==> config.mk <==
export PLATFORM = sky130hd
export DESIGN_NAME = exec_stage
export DESIGN_NICKNAME = d
export VERILOG_FILES = /design/src/hw/exec_pkg.sv /design/src/hw/ex_issue_reg.sv /design/src/hw/int_alu.sv /design/src/hw/branch_unit.sv /design/src/hw/ex_result_router.sv /design/src/hw/exec_stage.sv
export VERILOG_INCLUDE_DIRS = /design/src /design/src/hw
export SDC_FILE = /design/constraint.sdc
export NUM_CORES = 1
export LEC_CHECK = 0
export ABC_AREA = 1
export BUFFER_PORTS_ARGS = -buffer_cell sky130_fd_sc_hd__buf_2
export CAP_MARGIN = 20
export CORE_MARGIN = 2
export CORE_UTILIZATION = 40
export CTS_BUF_LIST = sky130_fd_sc_hd__clkbuf_4 sky130_fd_sc_hd__clkbuf_8 sky130_fd_sc_hd__clkbuf_16
export CTS_CLUSTER_SIZE = 10
export DETAILED_ROUTE_END_ITERATION = 7
export HOLD_SLACK_MARGIN = 0.03
export PLACE_DENSITY = 0.57
export SETUP_SLACK_MARGIN = 0.4
export SLEW_MARGIN = 20
export SYNTH_ARGS = -nofsm -noshare
export SYNTH_HDL_FRONTEND = slang
export SYNTH_HIERARCHICAL = 1
export SYNTH_SLANG_ARGS = --single-unit
==> constraint.sdc <==
create_clock -name clock -period 10.8 [get_ports clock]
set_input_delay 1.08 -clock clock [delete_from_list [all_inputs] [get_ports clock]]
set_output_delay 1.08 -clock clock [all_outputs]
set_load 0.05 [all_outputs]
==> src/hw/exec_config.svh <==
`ifndef EXEC_CONFIG_SVH
`define EXEC_CONFIG_SVH

// ======================================================================
// Execute stage widths
// ======================================================================

// ALU operands, results and data memory words
`define EX_WORD_WIDTH      16

// Program counter and program memory addressing
`define EX_PC_WIDTH        12
`define EX_PMEM_ADDR_WIDTH 12

// Data memory addressing
`define EX_DMEM_ADDR_WIDTH 12

// Register file index
`define EX_REG_IDX_WIDTH   4

// Added to pc for the link result
`define EX_PC_INCREMENT    2

`endif

==> src/hw/exec_pkg.sv <==
`include "exec_config.svh"

package exec_pkg;

    // ==================================================================
    // Plain vector types
    // ==================================================================
    typedef logic [`EX_WORD_WIDTH-1:0]      word_t;
    typedef logic [`EX_PC_WIDTH-1:0]        pc_t;
    typedef logic [`EX_PMEM_ADDR_WIDTH-1:0] pmem_addr_t;
    typedef logic [`EX_DMEM_ADDR_WIDTH-1:0] dmem_addr_t;
    typedef logic [`EX_REG_IDX_WIDTH-1:0]   reg_idx_t;

    // Cycle number inside a multi-cycle instruction
    typedef logic [2:0]                     instr_cycle_t;

    // ==================================================================
    // Encoded operations
    // ==================================================================
    typedef enum logic [3:0] {
        ALU_NONE      = 4'd0,
        ALU_ADD       = 4'd1,
        ALU_MUL       = 4'd2,
        ALU_SLL       = 4'd3,
        ALU_SRL       = 4'd4,
        ALU_SRA       = 4'd5,
        ALU_AND       = 4'd6,
        ALU_OR        = 4'd7,
        ALU_XOR       = 4'd8,
        ALU_PASS_SRC2 = 4'd9
    } alu_op_e;

    typedef enum logic [1:0] {
        BR_NONE = 2'd0,
        BR_EQ0  = 2'd1,
        BR_GT0  = 2'd2,
        BR_LT0  = 2'd3
    } branch_cond_e;

    // ==================================================================
    // Bundles
    // ==================================================================
    typedef struct packed {
        alu_op_e      alu_op;
        logic         neg_src2;
        branch_cond_e branch_cond;
        logic         jump;
        logic         load;
        logic         store;
        logic         write_res;
        logic         link;
    } ex_ctrl_t;

    // Instruction as issued by decode
    typedef struct packed {
        ex_ctrl_t     ctrl;
        word_t        src1;
        word_t        src2;
        word_t        src3;
        pc_t          pc;
        reg_idx_t     res_reg_idx;
        instr_cycle_t cycle;
        logic         bubble;
    } ex_issue_t;

    typedef struct packed {
        logic       flush_if;
        logic       flush_dc_ex;
        logic       set_pc;
        pmem_addr_t branch_pc;
    } redirect_t;

    typedef struct packed {
        logic       load;
        logic       store;
        dmem_addr_t rd_addr;
        dmem_addr_t wr_addr;
        word_t      wr_word;
    } dmem_req_t;

    typedef struct packed {
        logic     write;
        reg_idx_t reg_idx;
        word_t    res;
    } writeback_t;

endpackage

==> src/hw/ex_issue_reg.sv <==
`timescale 1ns/100ps

module ex_issue_reg (
    input  logic                clock,
    input  logic                reset,
    input  exec_pkg::ex_issue_t issue,
    input  logic                flush,
    output exec_pkg::ex_issue_t issue_q,
    output logic                killed,
    output logic                bubble
);

    // Sampled instruction and flush request
    exec_pkg::ex_issue_t issue_r;
    logic                flush_r;

    // ==================================================================
    // Input register
    // ==================================================================
    always_ff @(posedge clock or posedge reset) begin
        if (reset) begin
            issue_r <= '0;
            flush_r <= 1'b0;
        end else begin
            issue_r <= issue;
            flush_r <= flush;
        end
    end

    // ==================================================================
    // Flush masking
    // ==================================================================
    // A flushed instruction keeps its operands but loses every field
    // that could act on the pipeline, memory or register file
    always_comb begin
        issue_q = issue_r;
        if (flush_r) begin
            issue_q.ctrl        = exec_pkg::ex_ctrl_t'('0);
            issue_q.pc          = '0;
            issue_q.res_reg_idx = '0;
            issue_q.cycle       = '0;
        end
        issue_q.bubble = issue_r.bubble | flush_r;
    end

    assign killed = flush_r;

    // Bubble from decode or from our own flush
    assign bubble = issue_q.bubble;

    // ==================================================================
    // Checks
    // ==================================================================
    // Decode never issues a load and a store in the same instruction,
    // so the data memory sees at most one request per cycle
    a_no_load_and_store: assert property (
        @(posedge clock) disable iff (reset)
        !(issue_q.ctrl.load && issue_q.ctrl.store)
    ) else $error("ex_issue_reg: load and store issued together");

endmodule

==> src/hw/int_alu.sv <==
`timescale 1ns/100ps

module int_alu (
    input  logic                clock,
    input  logic                reset,
    input  exec_pkg::ex_issue_t issue_q,
    input  logic                killed,
    output exec_pkg::word_t     alu_res,
    output exec_pkg::word_t     alu_res_prev
);

    // Second operand after optional negation
    exec_pkg::word_t src2_mod;

    // ==================================================================
    // Operand preparation
    // ==================================================================
    // Subtraction is an add with src2 negated in two's complement
    always_comb begin
        if (issue_q.ctrl.neg_src2) begin
            src2_mod = ~issue_q.src2 + 1'b1;
        end else begin
            src2_mod = issue_q.src2;
        end
    end

    // ==================================================================
    // Operation select
    // ==================================================================
    always_comb begin
        if (killed) begin
            alu_res = '0;
        end else begin
            case (issue_q.ctrl.alu_op)
                exec_pkg::ALU_ADD: begin
                    alu_res = issue_q.src1 + src2_mod;
                end
                exec_pkg::ALU_MUL: begin
                    // Low word of the product only
                    alu_res = issue_q.src1 * src2_mod;
                end
                exec_pkg::ALU_SLL: begin
                    alu_res = issue_q.src1 << src2_mod;
                end
                exec_pkg::ALU_SRL: begin
                    alu_res = issue_q.src1 >> src2_mod;
                end
                exec_pkg::ALU_SRA: begin
                    // Sign bit of src1 fills from the left
                    alu_res = exec_pkg::word_t'($signed(issue_q.src1) >>> src2_mod);
                end
                exec_pkg::ALU_AND: begin
                    alu_res = issue_q.src1 & src2_mod;
                end
                exec_pkg::ALU_OR: begin
                    alu_res = issue_q.src1 | src2_mod;
                end
                exec_pkg::ALU_XOR: begin
                    alu_res = issue_q.src1 ^ src2_mod;
                end
                exec_pkg::ALU_PASS_SRC2: begin
                    alu_res = src2_mod;
                end
                default: begin
                    alu_res = '0;
                end
            endcase
        end
    end

    // ==================================================================
    // Previous result
    // ==================================================================
    // Second phase of a conditional branch tests the result of phase 0
    always_ff @(posedge clock or posedge reset) begin
        if (reset) begin
            alu_res_prev <= '0;
        end else begin
            alu_res_prev <= alu_res;
        end
    end

endmodule

==> src/hw/branch_unit.sv <==
`timescale 1ns/100ps
`include "exec_config.svh"

module branch_unit (
    input  exec_pkg::ex_issue_t issue_q,
    input  logic                killed,
    input  exec_pkg::word_t     alu_res,
    input  exec_pkg::word_t     alu_res_prev,
    output exec_pkg::redirect_t redirect
);

    // Condition hits for the two branch phases
    logic phase0_hit;
    logic phase1_hit;

    // ==================================================================
    // Condition evaluation
    // ==================================================================
    function automatic logic cond_holds(
        input exec_pkg::branch_cond_e cond,
        input exec_pkg::word_t        value
    );
        logic sign;
        logic is_zero;
        sign    = value[`EX_WORD_WIDTH-1];
        is_zero = (value == '0);
        case (cond)
            exec_pkg::BR_EQ0: cond_holds = is_zero;
            exec_pkg::BR_GT0: cond_holds = !sign && !is_zero;
            exec_pkg::BR_LT0: cond_holds = sign;
            default:          cond_holds = 1'b0;
        endcase
    endfunction

    // Phase 0 looks at this cycle's result
    assign phase0_hit = (issue_q.cycle == 3'd0)
                      && cond_holds(issue_q.ctrl.branch_cond, alu_res);

    // Phase 1 looks at the result of phase 0, one cycle back
    assign phase1_hit = (issue_q.cycle == 3'd1)
                      && cond_holds(issue_q.ctrl.branch_cond, alu_res_prev);

    // ==================================================================
    // Redirect request
    // ==================================================================
    always_comb begin
        redirect = '0;
        if (!killed) begin
            if (issue_q.ctrl.jump) begin
                redirect.flush_if    = 1'b1;
                redirect.flush_dc_ex = 1'b1;
                redirect.set_pc      = 1'b1;
                redirect.branch_pc   = alu_res[`EX_PMEM_ADDR_WIDTH-1:0];
            end else if (phase0_hit) begin
                // Stop fetching but keep DC and EX, the target is
                // computed by the next instruction word
                redirect.flush_if    = 1'b1;
            end else if (phase1_hit) begin
                redirect.flush_if    = 1'b1;
                redirect.flush_dc_ex = 1'b1;
                redirect.set_pc      = 1'b1;
                redirect.branch_pc   = alu_res[`EX_PMEM_ADDR_WIDTH-1:0];
            end
        end
    end

    // ==================================================================
    // Checks
    // ==================================================================
    // Fetch must always be stopped when the pc is redirected
    a_set_pc_flushes: assert final (
        !redirect.set_pc || (redirect.flush_if && redirect.flush_dc_ex)
    ) else $error("branch_unit: set_pc without full flush");

endmodule

==> src/hw/ex_result_router.sv <==
`timescale 1ns/100ps
`include "exec_config.svh"

module ex_result_router (
    input  exec_pkg::ex_issue_t  issue_q,
    input  exec_pkg::word_t      alu_res,
    output exec_pkg::dmem_req_t  dmem,
    output exec_pkg::writeback_t writeback
);

    // Return address for link instructions
    exec_pkg::pc_t link_pc;

    assign link_pc = issue_q.pc + exec_pkg::pc_t'(`EX_PC_INCREMENT);

    // ==================================================================
    // Data memory request
    // ==================================================================
    // Addresses come from the ALU, idle fields stay at zero
    always_comb begin
        dmem       = '0;
        dmem.load  = issue_q.ctrl.load;
        dmem.store = issue_q.ctrl.store;
        if (issue_q.ctrl.load) begin
            dmem.rd_addr = alu_res[`EX_DMEM_ADDR_WIDTH-1:0];
        end
        if (issue_q.ctrl.store) begin
            dmem.wr_addr = alu_res[`EX_DMEM_ADDR_WIDTH-1:0];
            dmem.wr_word = issue_q.src3;
        end
    end

    // ==================================================================
    // Writeback result
    // ==================================================================
    always_comb begin
        writeback.write   = issue_q.ctrl.write_res;
        writeback.reg_idx = issue_q.res_reg_idx;
        if (issue_q.ctrl.link) begin
            // Zero-extend the return pc to a full word
            writeback.res = {{(`EX_WORD_WIDTH-`EX_PC_WIDTH){1'b0}}, link_pc};
        end else begin
            writeback.res = alu_res;
        end
    end

endmodule

==> src/hw/exec_stage.sv <==
`timescale 1ns/100ps

module exec_stage (
    input  logic                 clock,
    input  logic                 reset,
    input  exec_pkg::ex_issue_t  issue,
    input  logic                 flush,
    output logic                 bubble,
    output exec_pkg::redirect_t  redirect,
    output exec_pkg::dmem_req_t  dmem,
    output exec_pkg::writeback_t writeback
);

    // Sampled instruction with flush already applied
    exec_pkg::ex_issue_t issue_q;
    logic                killed;

    // Current and previous ALU result
    exec_pkg::word_t     alu_res;
    exec_pkg::word_t     alu_res_prev;

    ex_issue_reg u_issue_reg (
        .clock   (clock),
        .reset   (reset),
        .issue   (issue),
        .flush   (flush),
        .issue_q (issue_q),
        .killed  (killed),
        .bubble  (bubble)
    );

    int_alu u_alu (
        .clock        (clock),
        .reset        (reset),
        .issue_q      (issue_q),
        .killed       (killed),
        .alu_res      (alu_res),
        .alu_res_prev (alu_res_prev)
    );

    branch_unit u_branch (
        .issue_q      (issue_q),
        .killed       (killed),
        .alu_res      (alu_res),
        .alu_res_prev (alu_res_prev),
        .redirect     (redirect)
    );

    ex_result_router u_router (
        .issue_q   (issue_q),
        .alu_res   (alu_res),
        .dmem      (dmem),
        .writeback (writeback)
    );

endmodule

==> metrics <==
initial antenna violation count 2; vias in the first global route 11,800; Routed WL 42,700 microns; first-pass GRT wire length 66,700 microns; cell row count 64; CP Max Fanout 39; Worst Path Arrival 8420 ps; Max Cap Violations 0; initial core utilization 40.9%; maximum buffer depth of the clock tree 2; detailed placement HPWL 33,700 microns; Post-Syn Area per Cell 6.79 sq um; Worst Setup End Kind output port; Hold Path Class in -> async; post-route ant nets 0; Die W 181 microns; Post-Syn Area 0.0126 sq mm; H-Tree Depth 3; crit share post-route 87.9%; min Tclk post-route 9500 ps; FMAX 0.105 GHz; Power Dens Cells 184 mW/mm^2; Buffers on Ports 161; Critical R2R Launch u_issue_reg/killed; Peak VDD IR 110 uV; vias per cell 5.15; setup bufs post-CTS 0; DIE AREA 0.0329 sq mm; setup slack after layout 1300 ps; Avg WL per Cell 18.3 microns; setup repair after global routing missed its margin false; Final Hold Viols 0; CP Class reg -> out; leakage power 7.70 nW; Final nets 2,181; Syn Nets 2,103; Post-Synthesis Cells 1,855; setup slack, reg-to-reg 3400 ps; slowest cell delay on critical path 550 ps; Worst R2R End u_alu/alu_res_prev[15]; most frequent cells in the layout nand2_1 (447), inv_1 (339), nor2_1 (203), nand3_1 (165), buf_2 (161); Layout area overhead 8.03%; largest net degree at the start of global routing 56; setup tns final 0 ps; Req. time, crit path 9720 ps; Placeable Area 0.0308 sq mm; most frequent cell on the critical path nand2_1; cts bufs inserted 9; Slew Viols, Final 0; Slew headroom 34.2%; post-CTS sizing 0; Tot GR Track Use 26.4%; reg2reg path depth 30; share of cells above drive strength 1 15.5%; diode count 0; Synthesis Warnings 6; worst slack, placed 1770 ps; Final Setup Violations 0; clk root buf clkbuf_16; clk_lat worst skew 380 ps; DRT Pass-1 Iters 6; io pins 162; CTS tree done; Vias 12,000; Vert. Die Dim 181 microns; run status finished clean; routability congestion estimate 0.998; most common cell after layout, fill and taps aside nand2_1; gr ovfl total 0; Remaining DRCs 0; Worst-Margin Slew 983 ps; Setup Skew 21.4 ps; startpoint types register; slowest CP cell fa_1; Worst-path clk slew 90 ps; Initial DRC Count 981; clk sinks 97; Hold Buf Count CTS 0
## per-stage QoR
step                power, mW  instances  hold slack [ps]  instance area [sq um]  utilization [%]
floorplan                1.67       1855              715                  12600                -
global placement         2.12       2318              950                  13300             43.1
detailed placement       2.14       2318              955                  13300             43.1
CTS                      2.50       2334              751                  13600             44.1
global route             2.76       2334              789                  13600             44.1
finish                   2.50       2334              742                  13600             44.1
## flip-flops by register name, indices dropped and copies added (netlist names)
name,cells
u_issue_reg/issue_r,32
u_issue_reg/issue_q,48
u_issue_reg/killed,1
u_alu/alu_res_prev,16
## power breakdown
group          switching, mW  internal (mW)  leakage [nW]
sequential            0.0240          0.390          1.16
combinational           1.14          0.600          6.39
clock                  0.160          0.191         0.158
total                   1.32           1.18          7.70
## critical path, delay by kind of cell, from the launching register on
| kind | cells | cell delay (ps) |
|---|---|---|
| and+or+nand+nor | 19 | 1970 |
| adders and majority gates | 7 | 3380 |
| DFF | 1 | 400 |
| AOI/OAI and AO/OA | 3 | 850 |
| buffers and inverters | 10 | 1440 |
## worst max-delay path by stage
| stage | to | start | cells after the start | slack (ps) |
|---|---|---|---|---|
| final | redirect[14] | u_issue_reg/killed | 39 | 1300 |
| after global routing | redirect[14] | u_issue_reg/killed | 39 | 740 |
| after CTS | redirect[14] | u_issue_reg/killed | 39 | 1340 |
| after detailed placement | redirect[14] | u_issue_reg/killed | 39 | 1770 |
| after global placement | redirect[14] | u_issue_reg/killed | 39 | 1820 |
| after floorplan | writeback[15] | u_issue_reg/issue_q[36] | 36 | 2120 |
## cell type report
type | count | area, sq um
Clock inverter | 6 | 83.8
Tap cell | 396 | 495
Clock buffer | 10 | 239
Fill cell | 3272 | 17200
Inverter | 356 | 1350
Multi-Input combinational cell | 1289 | 8070
Sequential cell | 97 | 2430
Timing Repair Buffer | 180 | 948
## metal layers
metal,track usage (%),vias up,routed length [microns]
li1,-,5836,-
met1,36.4,5681,19500
met2,42.1,423,18900
met3,5.15,71,3050
met4,7.80,2,1180
met5,0,-,7
No activity file was read; power rests on OpenSTA's default activity.
